File: src/wormhole_settings.svh
// Wormhole link settings.
// Widths of the flit and packet fields and the depth of the flit buffer.
`ifndef WORMHOLE_SETTINGS_SVH
`define WORMHOLE_SETTINGS_SVH

// flit word width on the link.
`define WH_FLIT_WIDTH 16

// destination coordinate, carried through unchanged.
`define WH_CORD_WIDTH 4

// body flit count after the head, legal values are 0 to 2.
`define WH_LEN_WIDTH 3

// payload width so that a full packet is exactly three flits.
`define WH_MAX_PAYLOAD_WIDTH 41

// flits in a packet of full length.
`define WH_MAX_FLITS 3

// flits held by the link buffer.
`define WH_FIFO_DEPTH 4

`endif

File: src/wormhole_pkg.sv
// Wormhole link types.
// Packet layout, link word and the two views of a flit.
`include "wormhole_settings.svh"

package wormhole_pkg;

  typedef logic [`WH_CORD_WIDTH-1:0] cord_t;
  typedef logic [`WH_LEN_WIDTH-1:0]  len_t;

  // payload bits that ride along in the head flit.
  localparam int unsigned head_payload_width_lp =
    `WH_FLIT_WIDTH - `WH_CORD_WIDTH - `WH_LEN_WIDTH;

  // A whole packet with the coordinate in the low bits.
  typedef struct packed {
    logic [`WH_MAX_PAYLOAD_WIDTH-1:0] payload;
    len_t                             len;
    cord_t                            cord;
  } packet_s;

  // Head flit fields, the low slice of a packet.
  typedef struct packed {
    logic [head_payload_width_lp-1:0] payload;
    len_t                             len;
    cord_t                            cord;
  } head_s;

  // One flit word, read as a head or as plain data.
  typedef union packed {
    head_s                     head;
    logic [`WH_FLIT_WIDTH-1:0] raw;
  } flit_u;

  // Forward half of a link, ready runs the other way.
  typedef struct packed {
    logic  v;
    flit_u data;
  } link_s;

endpackage

File: src/wormhole_adapter_in.sv
// Wormhole input adapter.
// Takes one packet, cuts it into flits and sends len plus one of them.
`timescale 1ns/1ns
`include "wormhole_settings.svh"

module wormhole_adapter_in (
  input  logic                  clk_i,
  input  logic                  arst_n_i,
  input  wormhole_pkg::packet_s packet_i,
  input  logic                  v_i,
  output logic                  ready_o,
  output wormhole_pkg::link_s   link_o,
  input  logic                  link_ready_i
);

  localparam int unsigned buf_width_lp = `WH_MAX_FLITS * `WH_FLIT_WIDTH;
  localparam wormhole_pkg::len_t max_len_lp =
    wormhole_pkg::len_t'(`WH_MAX_FLITS - 1);

  logic [buf_width_lp-1:0] shift_r;
  wormhole_pkg::len_t      cnt_r;
  wormhole_pkg::len_t      load_len;
  logic                    busy_r;
  logic                    accept;
  logic                    send;

  assign ready_o = ~busy_r; // only idle when no flit is pending.
  assign accept  = v_i & ready_o;
  assign send    = busy_r & link_ready_i;

  // An oversized length would run past the packet, so it is capped.
  assign load_len = (packet_i.len > max_len_lp) ? max_len_lp : packet_i.len;

  always_ff @(posedge clk_i or negedge arst_n_i) begin
    if (!arst_n_i) begin
      busy_r <= 1'b0;
      cnt_r  <= '0;
    end else if (accept) begin
      busy_r <= 1'b1;
      cnt_r  <= load_len; // body flits still to go after the head.
    end else if (send) begin
      if (cnt_r == '0) begin
        busy_r <= 1'b0; // last flit has left.
      end else begin
        cnt_r <= cnt_r - wormhole_pkg::len_t'(1);
      end
    end
  end

  // The packet is zero padded up to a whole number of flits.
  always_ff @(posedge clk_i) begin
    if (accept) begin
      shift_r <= buf_width_lp'(packet_i);
    end else if (send) begin
      shift_r <= shift_r >> `WH_FLIT_WIDTH;
    end
  end

  assign link_o.v        = busy_r;
  assign link_o.data.raw = shift_r[`WH_FLIT_WIDTH-1:0]; // low flit goes first.

endmodule

File: src/wormhole_flit_fifo.sv
// Wormhole flit buffer.
// Circular buffer with valid/ready on both sides, read and write in one cycle.
`timescale 1ns/1ns
`include "wormhole_settings.svh"

module wormhole_flit_fifo #(
  parameter int unsigned depth_p = `WH_FIFO_DEPTH
) (
  input  logic                clk_i,
  input  logic                arst_n_i,
  input  wormhole_pkg::link_s link_i,
  output logic                ready_o,
  output wormhole_pkg::link_s link_o,
  input  logic                ready_i
);

  localparam int unsigned ptr_w_lp = $clog2(depth_p);
  localparam int unsigned cnt_w_lp = $clog2(depth_p + 1);

  wormhole_pkg::flit_u mem_r [depth_p];
  logic [ptr_w_lp-1:0] wr_ptr_r;
  logic [ptr_w_lp-1:0] rd_ptr_r;
  logic [cnt_w_lp-1:0] count_r;
  logic                wr;
  logic                rd;

  // Pointers wrap at depth_p, which need not be a power of two.
  function automatic logic [ptr_w_lp-1:0] next_ptr(input logic [ptr_w_lp-1:0] ptr);
    if (ptr == ptr_w_lp'(depth_p - 1)) begin
      return '0;
    end
    return ptr + ptr_w_lp'(1);
  endfunction

  assign ready_o = (count_r != cnt_w_lp'(depth_p)); // low only when full.
  assign wr      = link_i.v & ready_o;
  assign rd      = link_o.v & ready_i;

  assign link_o.v    = (count_r != '0);
  assign link_o.data = mem_r[rd_ptr_r];

  always_ff @(posedge clk_i or negedge arst_n_i) begin
    if (!arst_n_i) begin
      wr_ptr_r <= '0;
      rd_ptr_r <= '0;
      count_r  <= '0;
    end else begin
      if (wr) begin
        wr_ptr_r <= next_ptr(wr_ptr_r);
      end
      if (rd) begin
        rd_ptr_r <= next_ptr(rd_ptr_r);
      end
      case ({wr, rd})
        2'b10:   count_r <= count_r + cnt_w_lp'(1);
        2'b01:   count_r <= count_r - cnt_w_lp'(1);
        default: count_r <= count_r; // both or neither leave the fill level alone.
      endcase
    end
  end

  always_ff @(posedge clk_i) begin
    if (wr) begin
      mem_r[wr_ptr_r] <= link_i.data;
    end
  end

endmodule

File: src/wormhole_adapter_out.sv
// Wormhole output adapter.
// Rebuilds packets from flits using the length in the head flit.
`timescale 1ns/1ns
`include "wormhole_settings.svh"

module wormhole_adapter_out (
  input  logic                  clk_i,
  input  logic                  arst_n_i,
  input  wormhole_pkg::link_s   link_i,
  output logic                  link_ready_o,
  output wormhole_pkg::packet_s packet_o,
  output logic                  v_o,
  input  logic                  ready_i
);

  localparam int unsigned buf_width_lp = `WH_MAX_FLITS * `WH_FLIT_WIDTH;
  localparam int unsigned pkt_width_lp = $bits(wormhole_pkg::packet_s);
  localparam int unsigned idx_w_lp     = $clog2(`WH_MAX_FLITS);
  localparam wormhole_pkg::len_t max_len_lp =
    wormhole_pkg::len_t'(`WH_MAX_FLITS - 1);

  logic [buf_width_lp-1:0] asm_r;
  logic [idx_w_lp-1:0]     idx_r;
  wormhole_pkg::len_t      cnt_r;
  wormhole_pkg::len_t      head_len;
  logic                    body_r;
  logic                    v_r;
  logic                    take;

  assign link_ready_o = ~v_r; // no flits while a packet waits downstream.
  assign take         = link_i.v & link_ready_o;

  assign head_len = (link_i.data.head.len > max_len_lp) ? max_len_lp
                                                        : link_i.data.head.len;

  always_ff @(posedge clk_i or negedge arst_n_i) begin
    if (!arst_n_i) begin
      v_r    <= 1'b0;
      body_r <= 1'b0;
      cnt_r  <= '0;
      idx_r  <= '0;
    end else begin
      if (v_r && ready_i) begin
        v_r <= 1'b0;
      end
      if (take) begin
        if (!body_r) begin
          idx_r <= idx_w_lp'(1);
          cnt_r <= head_len;
          if (head_len == '0) begin
            v_r <= 1'b1; // head only packet is done at once.
          end else begin
            body_r <= 1'b1;
          end
        end else begin
          idx_r <= idx_r + idx_w_lp'(1);
          cnt_r <= cnt_r - wormhole_pkg::len_t'(1);
          if (cnt_r == wormhole_pkg::len_t'(1)) begin
            body_r <= 1'b0;
            v_r    <= 1'b1;
          end
        end
      end
    end
  end

  // Zero extension of the head flit clears every slot that is not sent.
  always_ff @(posedge clk_i) begin
    if (take) begin
      if (!body_r) begin
        asm_r <= buf_width_lp'(link_i.data.raw);
      end else begin
        asm_r[idx_r*`WH_FLIT_WIDTH +: `WH_FLIT_WIDTH] <= link_i.data.raw;
      end
    end
  end

  assign v_o      = v_r;
  assign packet_o = wormhole_pkg::packet_s'(asm_r[pkt_width_lp-1:0]);

endmodule

File: src/wormhole_link_top.sv
// Wormhole link top level.
// Input adapter, flit buffer and output adapter in a row.
`timescale 1ns/1ns
`include "wormhole_settings.svh"

module wormhole_link_top (
  input  logic                  clk_i,
  input  logic                  arst_n_i,
  input  wormhole_pkg::packet_s packet_i,
  input  logic                  v_i,
  output logic                  ready_o,
  output wormhole_pkg::packet_s packet_o,
  output logic                  v_o,
  input  logic                  ready_i
);

  wormhole_pkg::link_s in_link;
  wormhole_pkg::link_s out_link;
  logic                in_link_ready;
  logic                out_link_ready;

  wormhole_adapter_in adapter_in (
    .clk_i        (clk_i),
    .arst_n_i     (arst_n_i),
    .packet_i     (packet_i),
    .v_i          (v_i),
    .ready_o      (ready_o),
    .link_o       (in_link),
    .link_ready_i (in_link_ready)
  );

  wormhole_flit_fifo #(
    .depth_p (`WH_FIFO_DEPTH)
  ) flit_fifo (
    .clk_i    (clk_i),
    .arst_n_i (arst_n_i),
    .link_i   (in_link),
    .ready_o  (in_link_ready),
    .link_o   (out_link),
    .ready_i  (out_link_ready)
  );

  wormhole_adapter_out adapter_out (
    .clk_i        (clk_i),
    .arst_n_i     (arst_n_i),
    .link_i       (out_link),
    .link_ready_o (out_link_ready),
    .packet_o     (packet_o),
    .v_o          (v_o),
    .ready_i      (ready_i)
  );

endmodule

File: config.mk
export PLATFORM = sky130hd
export DESIGN_NAME = wormhole_link_top
export DESIGN_NICKNAME = d
export VERILOG_FILES = /design/src/wormhole_pkg.sv /design/src/wormhole_adapter_in.sv /design/src/wormhole_flit_fifo.sv /design/src/wormhole_adapter_out.sv /design/src/wormhole_link_top.sv
export VERILOG_INCLUDE_DIRS = /design/src
export SDC_FILE = /design/constraint.sdc
export NUM_CORES = 1
export LEC_CHECK = 0
export ABC_AREA = 1
export BUFFER_PORTS_ARGS = -buffer_cell sky130_fd_sc_hd__clkbuf_2
export CORE_MARGIN = 2
export CORE_UTILIZATION = 47
export CTS_CLUSTER_DIAMETER = 200
export DETAILED_ROUTE_END_ITERATION = 10
export HOLD_SLACK_MARGIN = 0.02
export PLACE_DENSITY = 0.64
export RECOVER_POWER = 50
export SYNTH_ARGS = -nofsm -noshare
export SYNTH_HDL_FRONTEND = slang
export SYNTH_HIERARCHICAL = 1
export SYNTH_SLANG_ARGS = --single-unit
File: constraint.sdc
create_clock -name clk_i -period 6.25 [get_ports clk_i]
set_input_delay 0.625 -clock clk_i [delete_from_list [all_inputs] [get_ports clk_i]]
set_output_delay 0.625 -clock clk_i [all_outputs]
set_load 0.02 [all_outputs]
* Yosys cells after proc, flatten, opt, wreduce, memory -nomap -nowiden
Memory sizes are Yosys's and may differ from the RTL's. Index checks and enable logic that the tools add are counted.
Word-level totals: output and inout port bits 50, memory bits (writable) 64, memories 1, flip-flop bits (word level) 114, bits of input ports 52, logic and storage cells 79
Operators by class: shift operators 2, add/sub/neg operators 8, bitwise logic cells 5, $lt $le $gt $ge 2, equality and inequality tests 7, reductions and logical operators 9, multiplexer cells 33
Memory list:
- flit_fifo.mem_r | depth 4, bits a word 16, rd ports 1, clocked after memory_dff 0, wr ports 1, line wormhole_flit_fifo.sv:20 | wormhole_pkg::flit_u mem_r [depth_p];
Operators with widths (number):
- 2-to-1 mux 48 bit | 2
- bitwise mux 48 bit | 1
- variable shift 16 x 34 -> 48 bit (first input constant) | 1
- indexed part select 16 x 34 -> 48 bit | 1
- negation 6 -> 34 bit | 1
- 2-to-1 mux 3 bit | 6
- 2-to-1 mux 1 bit | 17
- 2-to-1 mux 16 bit | 1
- 2-to-1 mux 2 bit | 5
- subtractor 3 x 1 -> 3 bit (second input constant) | 3
- adder 2 x 1 -> 2 bit (second input constant) | 3
- equality test 2 bit (second input constant) | 3
- > comparator 3 x 2 -> 1 bit (second input constant) | 2
- logical NOT 3 bit | 2
- one-hot mux 3 bit (2 select lines) | 1
- nonzero test 2 bit | 3
- AND reduction 2 bit | 2
- adder 3 x 1 -> 3 bit (second input constant) | 1
- bitwise AND 1 bit | 3
- equality test 3 x 1 -> 1 bit (second input constant) | 1
- inequality test 3 bit (second input constant) | 1
- nonzero test 3 bit | 1
- equality test 2 x 1 -> 1 bit (second input constant) | 1
- inequality test 2 x 1 -> 1 bit (second input constant) | 1
- 2 further kinds | 3

* Depth between registers and ports, before layout
Gate-level depths: netlist (run 1). An unclocked memory read counts as a cell.
depth in word-level cells 7, depth in mapped cells 12

* Cells and area by module
The synthesis (run 1) kept the hierarchy.
Modules (own cells, without submodules):
- wormhole_flit_fifo | cells an instance 245, instances 1, seq. area each 2097.0 um^2, area an instance 3258.1 um^2
- wormhole_adapter_out | cells an instance 236, instances 1, seq. area each 1616.6 um^2, area an instance 2528.7 um^2
- wormhole_adapter_in | cells an instance 240, instances 1, seq. area each 1541.5 um^2, area an instance 2369.8 um^2

* Least setup slack after synthesis (run 1)
Ideal clock, no wire load.
kind input port to flip-flop, from in v_i, to reg adapter_in.shift_r[0] (enable), stages on the path 4, slack 3.800 ns, required time 5.843 ns, arrival 2.044 ns, path buffers 2, cells stage by stage nand2_2 > buf_4 > buf_4 > nand2_1
On the way: word-level cells in the longest chain between the ends 2
RTL lines:
- start: declaration | line wormhole_link_top.sv:10 | input logic v_i,
- bitwise AND 1 bit | line wormhole_adapter_in.sv:28 | assign accept = v_i & ready_o;
- nonzero test 2 bit (no line)
- end signal: assignment | line wormhole_adapter_in.sv:53 | shift_r <= buf_width_lp'(packet_i);
- end signal: assignment | line wormhole_adapter_in.sv:55 | shift_r <= shift_r >> `WH_FLIT_WIDTH;
- end: declaration | line wormhole_adapter_in.sv:20 | logic [buf_width_lp-1:0] shift_r;
Every way passes these cells. A chain may end at the register's enable or synchronous reset.

* Final worst setup path (run 1)
from reg adapter_in.busy_r, to reg adapter_in.shift_r[13] (enable)
On the way: word-level cells in the longest chain between the ends 3
RTL lines:
- start: declaration | line wormhole_adapter_in.sv:23 | logic busy_r;
- start signal: assignment | line wormhole_adapter_in.sv:36 | busy_r <= 1'b0;
- start signal: assignment | line wormhole_adapter_in.sv:39 | busy_r <= 1'b1;
- start signal: assignment | line wormhole_adapter_in.sv:43 | busy_r <= 1'b0;
- NOT 1 bit | line wormhole_adapter_in.sv:27 | assign ready_o = ~busy_r;
- bitwise AND 1 bit | line wormhole_adapter_in.sv:28
- nonzero test 2 bit (no line) *
Mark *: on every way between the ends. The rest lies on a longest branch, timed or not.

==> impl_metrics.csv, run 1 <==
group,metric,value,unit
floorplanning,fp.coreArea,0.0171,mm^2
final_layout,syn_to_final_growth,11.2,%
setup_path,arrival,3.38,ns
pwr,internal_power,3.20,mW
floorplanning,initial_utilization,47.7,%
floorplanning,dieArea,0.0184,mm^2
placed_design,gp_congestion,0.780,
setup_path,crit_path_start,"adapter_in/busy_r",
yosys,ys_ff_latch,178,
placed_design,placed_area,0.00862,mm^2
timing,tightest_slew,2.08,ns
yosys,netlist_top_cells_count,"168 x nand2_1, 160 x edfxtp_1, 90 x inv_1",
drt,wl_per_cell,13.9,um
drt,routed_wl,14400,um
clock_network,clk_pin_slew,0.07,ns
timing,finalHoldViolations,0,
timing,fin_ws,2.75,ns
clock_network,clock_sink_count,178,
pwr,seqPwrFrac,44.4,%
drt,num_vias,5032,
hold_path,min_path_type,"input port to async pin",
clock_network,cts_root_buf,"clkbuf_16",
clock_network,cts_setup_buffers,0,
clock_network,clkLatencyLatePin,0.42,ns
yosys,ys_top_cells_by_area,"edfxtp_1 59%, nand2_1 7.7%, dfrtp_1 5.5%, inv_1 4.1%, o211ai_2 3.5%",
outcome,failed_checks,"capacitance limit, slew limit",
setup_path,rrSetupSlack,2.75,ns
yosys,synth_most_common_cell,"nand2_1",
placed_design,post-dp-hpwl,9660,um
final_layout,finalNonFillerCells,1037,
floorplanning,die_y,136,um
grt,grt_max_degree,68,
yosys,synth.distinct_cells,32,
drt,drc,0,
clock_network,cts_made_buffers,17,
yosys,yosysTopAreaCellShare,58.9,%
grt,grt_usage,16.9,%
grt,grt_pass1_wl,24200,um
pwr,pwr-share-clk,19.0,%
pwr,combPwrFrac,36.6,%
setup_path,critPathRequiredTime,6.12,ns
setup_path,reg2reg_to,"adapter_in/shift_r[13]",
clock_network,cts.htree.levels,4,
grt,grt_pass1_vias,4949,
timing,setup_violations,0,
timing,final.setup_skew,0.00749,ns
setup_path,cp_max_fo,59,
floorplanning,die_w,136,um
run,maxCapViolCount,2,
setup_path,crit_path_end_kind,"flip-flop",
clock_network,cts_hold_buf,0,
floorplanning,num_rows,48,
yosys,seq_area_frac_synth,64.4,%
final_layout,design_area,0.00907,mm^2
yosys,syn_nets,787,
timing,relSlewSlack,-39.0,%
setup_path,critPathKind,"flip-flop to flip-flop",
yosys,synth-warning-count,6,
placed_design,preCtsSetupSlack,3.35,ns
placed_design,place_inst,1005,
timing,whs,0.339,ns
yosys,ys.flop_type,"edfxtp_1",
drt,antenna_left,0,
pwr,peakVddDrop,0.261,mV
final_layout,nFillCells,1494,
pwr,switching_share,39.6,%
setup_path,start_kind,"flip-flop",
clock_network,cts_buffer_depth,2,
setup_path,reg2reg_depth,3,
timing,fin_crit,3.50,ns
yosys,synth-edff-count,160,
yosys,synthArstFlopShare,10.1,%
yosys,syn_area,0.00816,mm^2
yosys,synth_largest_area_cell,"edfxtp_1",
outcome,status,"finished, violations left",
drt,vias_per_cell,4.85,
pwr,leakage,3.86,nW
grt,overflow,0,
clock_network,cts_resized,0,
clock_network,cts_tree,"yes",
timing,slew_viol_final,99,
floorplanning,ioPinCount,102,
final_layout,num-nets-final,865,
timing,fin_tns_setup,0,ns
grt,antenna_found_initial,0,
drt,dr.pass1.iters,5,
yosys,syn-instance-count,721,
final_layout,drive_above_1_share,19.7,%
timing,rsz0062_at_grt,"false",
timing,fin_crit_sh,56.1,%
pwr,power.density,584,mW/mm^2
placed_design,portBuffers,101,
pwr,p_sw,2.10,mW
timing,fmax,0.285,GHz
final_layout,fin_util,53.0,%
pwr,total_power,5.30,mW
drt,drtIter0Drc,299,
setup_path,r2r_start,"adapter_in/busy_r",
final_layout,antennaDiodeCount,0,
yosys,syn_area_per_cell,11.3,um^2
==> power by group through the flow <==
stage	Combinational (mW)	Sequential (mW)	Clock [mW]
2_1_floorplan	1.47	2.49	0
3_3_place_gp	1.96	2.34	0
3_5_place_dp	2.02	2.37	0
4_1_cts	2.03	2.35	1.03
5_1_grt	2.21	2.41	1.07
6_report	1.94	2.35	1.01
==> routing by layer <==
layer	part of all wire, %	track usage (%)
met1	45	22.3
met2	46	27.4
met3	7.2	3.52
met4	1.8	6.48
met5	0	0
==> cell usage in the layout (no fill, tap or decap), drive strengths merged <==
cell      count
nand2       202
clkbuf      120
bufinv        1
nand4         1
dfrtp        18
edfxtp      160
xnor2         1
nand3        50
xor2          2
o211ai       32
clkinvlp      1
nor2         52
ha           13
buf           3
fa            1
a31oi         1
o21ai        27
a21oi        17
or2           1
clkinv        9
inv         100
==> worst max-delay path, stage by stage (launching register included) <==
cell,delay (ns)
dfrtp_1,0.46
inv_1,0.11
nand2_1,1.25
nand2_2,1.10
==> worst max-delay path by stage <==
stage                                  end  slack, ns  cells past startpoint
finish              adapter_in/shift_r[13]       2.75                      3
global route        adapter_in/shift_r[35]       2.31                      3
CTS                  adapter_in/shift_r[8]       3.51                      3
detailed placement  adapter_in/shift_r[10]       3.35                      3
global placement    adapter_in/shift_r[39]       3.42                      3
floorplan            adapter_in/shift_r[0]       3.80                      4
==> layout make-up <==
cell class                 instances  area [um^2]  area share, %
sequential                       178         5260           57.9
multi-input combinational        400         2140           23.6
timing repair buffer             105          468           5.16
clock buffer                      18          429           4.73
inverter                          97          369           4.07
tap                              225          282           3.10
clock inverter                    14          130           1.43
==> kinds of logic (layout without fill, tap and decap cells) <==
kind of cell | Yosys count | count (layout) | share of synthesized area (%)
xor gates and xnor gates | 3 | 3 | 0.322
buffers and inverters | 143 | 234 | 9.00
DFF | 178 | 178 | 64.4
adders and majority gates | 14 | 14 | 2.24
and+or+nand+nor | 306 | 306 | 16.2
AOI/OAI and AO/OA | 77 | 77 | 7.78
==> state kept, by name, indices dropped and copies added (netlist names), 2 cells and up <==
name,cells
adapter_in/cnt_r,3
adapter_in/shift_r,48
adapter_out/cnt_r,3
adapter_out/idx_r,2
adapter_out/packet_o,48
flit_fifo/count_r,3
flit_fifo/mem_r,64
flit_fifo/rd_ptr_r,2
flit_fifo/wr_ptr_r,2
Power figures use the tool's default switching activity.
==> run 2, diff against run 1 <==
- clock period: 6.25 -> 3.6 ns (I/O delays scaled with it)
==> run 2 against run 1 <==
- the flow now finishes without violations
- global-route usage up 0.19 points
- first-iteration DRC count decreased by 6.7%
- non-clock buffer count grew 6
- utilization up 0.48 points
- via count up 0.30%
- clock-buffer cell count down 1
- sequential power rose by 80%
- design area grew 0.91%
- critical path type unchanged
- largest cell class unchanged
==> impl_metrics.csv, run 2 (same netlist as run 1, synthesis figures left out) <==
group,metric,value,unit
pwr,total_power,9.29,mW
timing,whs,0.199,ns
setup_path,crit_path_end_kind,"flip-flop",
setup_path,reg2reg_depth,7,
floorplanning,dieArea,0.0184,mm^2
setup_path,cp_common_cell,"nor2_1",
clock_network,clkLatencyLatePin,0.42,ns
grt,grt_max_degree,59,
final_layout,fin_util,53.5,%
timing,fmax,0.438,GHz
setup_path,max_stage_delay,0.93,ns
final_layout,largest-register,"flit_fifo/mem_r",
floorplanning,die_w,136,um
timing,rsz0062_at_grt,"false",
final_layout,num-nets-final,871,
clock_network,cts_buffer_depth,2,
timing,fin_crit,2.28,ns
setup_path,r2r_start,"flit_fifo/rd_ptr_r[1]",
placed_design,post-dp-hpwl,10000,um
floorplanning,num_rows,48,
final_layout,nFillCells,1531,
floorplanning,fp.coreArea,0.0171,mm^2
setup_path,cp_max_fo,19,
pwr,peakVddDrop,0.538,mV
run,maxCapViolCount,0,
drt,wl_per_cell,13.9,um
clock_network,cts_tree,"yes",
timing,relSlewSlack,19.4,%
drt,top_layer,"met4",
setup_path,cp-endpoint,"adapter_out/cnt_r[1]",
placed_design,portBuffers,101,
setup_path,cp_cell_sequence,"clkinv_4, o211ai_2, nand2_2, o21ai_0, nand2_1, nor2_1, nor2_1",
timing,fin_crit_sh,63.5,%
drt,routed_wl,14500,um
timing,finalHoldViolations,0,
final_layout,largest_reg_flops,64,
setup_path,critPathSlowestCell,"dfrtp_1",
placed_design,placed_area,0.00865,mm^2
setup_path,crit_cells,7,
final_layout,design_area,0.00916,mm^2
setup_path,start_kind,"flip-flop",
clock_network,clk_pin_slew,0.07,ns
drt,num_vias,5047,
grt,grt_usage,17.0,%
clock_network,cts_resized,0,
drt,dr_wl_met2,6810,um
pwr,power.density,1010,mW/mm^2
clock_network,cts_made_buffers,17,
timing,fin_tns_setup,0,ns
final_layout,mostFrequentLayoutCells,"169 x nand2_1, 160 x edfxtp_1, 92 x inv_1, 54 x clkbuf_1, 51 x clkbuf_2",
setup_path,crit_path_start,"flit_fifo/rd_ptr_r[1]",
setup_path,critPathKind,"flip-flop to flip-flop",
clock_network,cts.htree.levels,4,
timing,slew_viol_final,0,
grt,grt_pass1_wl,24400,um
grt,grt_pass1_vias,4920,
hold_path,min_path_type,"input port to flip-flop",
timing,tightest_slew,1.21,ns
drt,wl_met1,6730,um
setup_path,reg2reg_to,"adapter_out/cnt_r[1]",
floorplanning,ioPinCount,102,
setup_path,critPathRequiredTime,3.91,ns
drt,drtIter0Drc,279,
pwr,leakage,3.91,nW
setup_path,arrival,2.59,ns
timing,final.setup_skew,0.00625,ns
grt,antenna_found_initial,0,
timing,setup_violations,0,
setup_path,cp.buffers_inverters,1,
floorplanning,die_y,136,um
placed_design,gp_congestion,0.763,
clock_network,clock_sink_count,178,
setup_path,cp_top_family,"flip-flops",
setup_path,rrSetupSlack,1.32,ns
outcome,status,"complete, no violations",
floorplanning,initial_utilization,47.7,%
final_layout,syn_to_final_growth,12.3,%
drt,vias_per_cell,4.84,
final_layout,final_common_cell,"nand2_1",
clock_network,cts_root_buf,"clkbuf_16",
drt,met3_length,803,um
drt,drc,0,
grt,overflow,0,
final_layout,antennaDiodeCount,0,
drt,dr.pass1.iters,5,
final_layout,drive_above_1_share,19.9,%
drt,antenna_left,0,
## run 2: cell count changes in the layout (fill, tap and decap cells not counted), sizes merged
cell         before  now
dlygate4sd3       0    1
clkbuf          120  122
inv             100   99
buf               3    5
bufinv            1    2
clkinv            9   10
## run 2: repair_timing
action	in CTS	in global routing
hold buffers	1	0
setup buffers	0	0
hold endpoints to repair	18	0
## run 2: worst min-delay path by stage
| stage | startpoint | to | slack, ns | cells past startpoint |
|---|---|---|---|---|
| floorplan | arst_n_i | adapter_in/busy_r | 0.06 | 0 |
| global placement | arst_n_i | adapter_out/idx_r[0] | 0.33 | 1 |
| detailed placement | arst_n_i | adapter_out/idx_r[0] | 0.34 | 1 |
| CTS | packet_i[24] | adapter_in/shift_r[24] | 0.18 | 3 |
| global route | packet_i[24] | adapter_in/shift_r[24] | 0.18 | 3 |
| finish | packet_i[24] | adapter_in/shift_r[24] | 0.20 | 3 |
## run 2: area by class of cell
cell class / instances / area (um^2) / share of cell area (%)
flip-flops and latches: 178 / 5260 / 57.4
multi-input cells: 400 / 2160 / 23.6
repair buffers: 111 / 505 / 5.52
clock buffers: 17 / 425 / 4.65
inverters: 97 / 369 / 4.03
well taps: 225 / 282 / 3.07
clock inverters: 15 / 159 / 1.74
## run 2: metrics by stage
step	cells	worst slack, ns
floorplan	721	1.21
global placement	1010	1.32
detailed placement	1010	1.30
CTS	1043	1.29
global route	1043	1.05
finish	1043	1.32
## run 2: tightest hold or removal path, cell delays in order
cell and delay, ns:
clkbuf_2 0.07, nand2_1 0.04, nand2_1 0.04
## run 2: power breakdown
group | leakage, nW | internal [mW] | switching (mW)
registers | 1.79 | 3.64 | 0.582
logic | 1.83 | 0.960 | 2.30
clock network | 0.288 | 1.03 | 0.771
total | 3.91 | 5.63 | 3.66
## run 2: metal layers
metal / GRT usage [%] / vias up
li1: - / 2544
met1: 22.8 / 2340
met2: 27.8 / 147
met3: 3.78 / 16
met4: 5.50 / 0
met5: 0 / -
==> run 3, diff against run 2 <==
- PLACE_DENSITY: 0.64 -> 0.66
- clock period: 3.6 -> 2 ns (I/O delays scaled with it)
==> run 3 against run 2 <==
- largest cell class unchanged
- hold slack got worse by 0.16 ns
- sequential share of layout area decreased by 0.93 points
- sequential power up 75%
- clock-buffer cell count stayed put
- highest routed layer unchanged
- register-to-register slack worse by 1.1 ns
- final cell count rose by 1.2%
- utilization up 0.88 points
- combinational power up 93%
==> impl_metrics.csv, run 3 (same netlist as run 1, synthesis figures left out) <==
group,metric,value,unit
timing,setup_violations,0,
floorplanning,dieArea,0.0184,mm^2
setup_path,cp_max_fo,7,
drt,met3_length,831,um
floorplanning,fp.coreArea,0.0171,mm^2
placed_design,gp_congestion,0.785,
final_layout,antennaDiodeCount,0,
final_layout,largest_reg_flops,64,
hold_path,min_path_cells,3,
run,maxCapViolCount,0,
setup_path,r2r_start,"flit_fifo/count_r[1]",
timing,final.setup_skew,0.00733,ns
drt,routed_wl,14600,um
timing,whs,0.0346,ns
timing,fin_crit_sh,91.7,%
floorplanning,die_y,136,um
final_layout,drive_above_1_share,21.3,%
setup_path,critPathRequiredTime,2.32,ns
final_layout,largest-register,"flit_fifo/mem_r",
timing,fin_crit,1.83,ns
clock_network,cts_buffer_depth,2,
placed_design,portBuffers,101,
timing,rsz0062_at_grt,"false",
setup_path,rrSetupSlack,0.17,ns
floorplanning,die_w,136,um
floorplanning,num_rows,48,
pwr,peakVddDrop,0.903,mV
floorplanning,initial_utilization,47.7,%
outcome,status,"complete, no violations",
clock_network,clk_pin_slew,0.07,ns
timing,fin_tns_setup,0,ns
timing,finalHoldViolations,0,
timing,relSlewSlack,33.5,%
clock_network,cts_root_buf,"clkbuf_16",
timing,tightest_slew,0.997,ns
drt,vias_per_cell,4.87,
clock_network,cts_tree,"yes",
final_layout,seq_area,0.00526,mm^2
setup_path,critPathKind,"flip-flop to flip-flop",
clock_network,cts_resized,0,
clock_network,cts_hold_buf,5,
drt,wl_met1,6680,um
drt,num_vias,5134,
grt,grt_usage,17.0,%
final_layout,syn_to_final_growth,14.1,%
grt,grt_pass1_wl,24100,um
grt,antenna_found_initial,0,
hold_path,hold_path.startpoint,"packet_i[30]",
clock_network,cts.htree.levels,4,
final_layout,mostFrequentLayoutCells,"168 x nand2_1, 160 x edfxtp_1, 91 x inv_1, 54 x clkbuf_2, 50 x clkbuf_1",
timing,fmax,0.545,GHz
drt,dr.pass1.iters,4,
floorplanning,ioPinCount,102,
setup_path,start_kind,"flip-flop",
setup_path,arrival,2.15,ns
pwr,leakage,3.99,nW
drt,wl_per_cell,13.8,um
placed_design,post-dp-hpwl,9990,um
clock_network,cts_made_buffers,17,
clock_network,cts_setup_buffers,0,
drt,drtIter0Drc,329,
setup_path,reg2reg_to,"flit_fifo/count_r[2]",
pwr,power.density,1810,mW/mm^2
final_layout,final_common_cell,"nand2_1",
grt,grt_max_degree,40,
final_layout,num-nets-final,883,
drt,top_layer,"met4",
timing,fin_ws,0.166,ns
clock_network,clock_sink_count,178,
final_layout,nFillCells,1522,
placed_design,preCtsSetupSlack,0.180,ns
timing,slew_viol_final,0,
setup_path,crit_path_end_kind,"flip-flop",
hold_path,min_path_type,"input port to flip-flop",
setup_path,reg2reg_depth,10,
drt,antenna_left,0,
hold_path,min_to,"adapter_in/shift_r[30]",
final_layout,fin_util,54.4,%
drt,drc,0,
final_layout,multi_input_comb_area,0.00217,mm^2
grt,overflow,0,
drt,dr_wl_met2,6860,um
grt,grt_pass1_vias,4980,
clock_network,clkLatencyLatePin,0.43,ns
run 3: area by class of cell:
type                       instances  share of cell area [%]
timing repair buffer             123                    7.13
clock inverter                    15                    1.52
multi-input combinational        400                    23.3
clock buffer                      17                    4.57
inverter                          97                    3.97
tap                              225                    3.03
sequential                       178                    56.5
run 3: report_power, final:
part           switching (mW)  internal (mW)
clock network            1.37           1.83
logic                    4.35           1.94
registers               0.878           6.52
run 3: worst max-delay path: stages (launching register included):
cell and delay, ns:
dfrtp_1 0.40, inv_2 0.10, nand3_2 0.13, nand2_2 0.16, ha_1 0.19, inv_1 0.07, fa_1 0.40, nand2_1 0.11
nand3_1 0.08, nand2_1 0.06, nand2_1 0.04
run 3: per-layer routing:
metal  up-vias  global-route usage (%)
met2       135                    27.7
li1       2573                       -
met3        18                    4.41
met5         -                       0
met4         0                    6.02
met1      2408                    22.2
run 3: worst max-delay path by stage:
stage | start | end | slack, ns | cells past startpoint
4_1_cts | flit_fifo/count_r[1] | flit_fifo/count_r[2] | 0.16 | 10
3_5_place_dp | flit_fifo/count_r[1] | flit_fifo/count_r[2] | 0.18 | 10
3_3_place_gp | adapter_out/idx_r[0] | adapter_out/packet_o[4] | 0.25 | 5
2_1_floorplan | flit_fifo/count_r[0] | adapter_out/v_o | 0.003 | 6
6_report | flit_fifo/count_r[1] | flit_fifo/count_r[2] | 0.17 | 10
5_1_grt | flit_fifo/count_r[1] | flit_fifo/count_r[2] | 0.01 | 10
run 3: through the flow:
| stage | total power, mW | std cells | area [um^2] |
|---|---|---|---|
| after floorplan | 12.4 | 721 | 8160 |
| after global placement | 13.7 | 1018 | 8760 |
| after detailed placement | 14.0 | 1018 | 8760 |
| after CTS | 17.2 | 1055 | 9380 |
| after global routing | 18.1 | 1055 | 9310 |
| final | 16.9 | 1055 | 9310 |
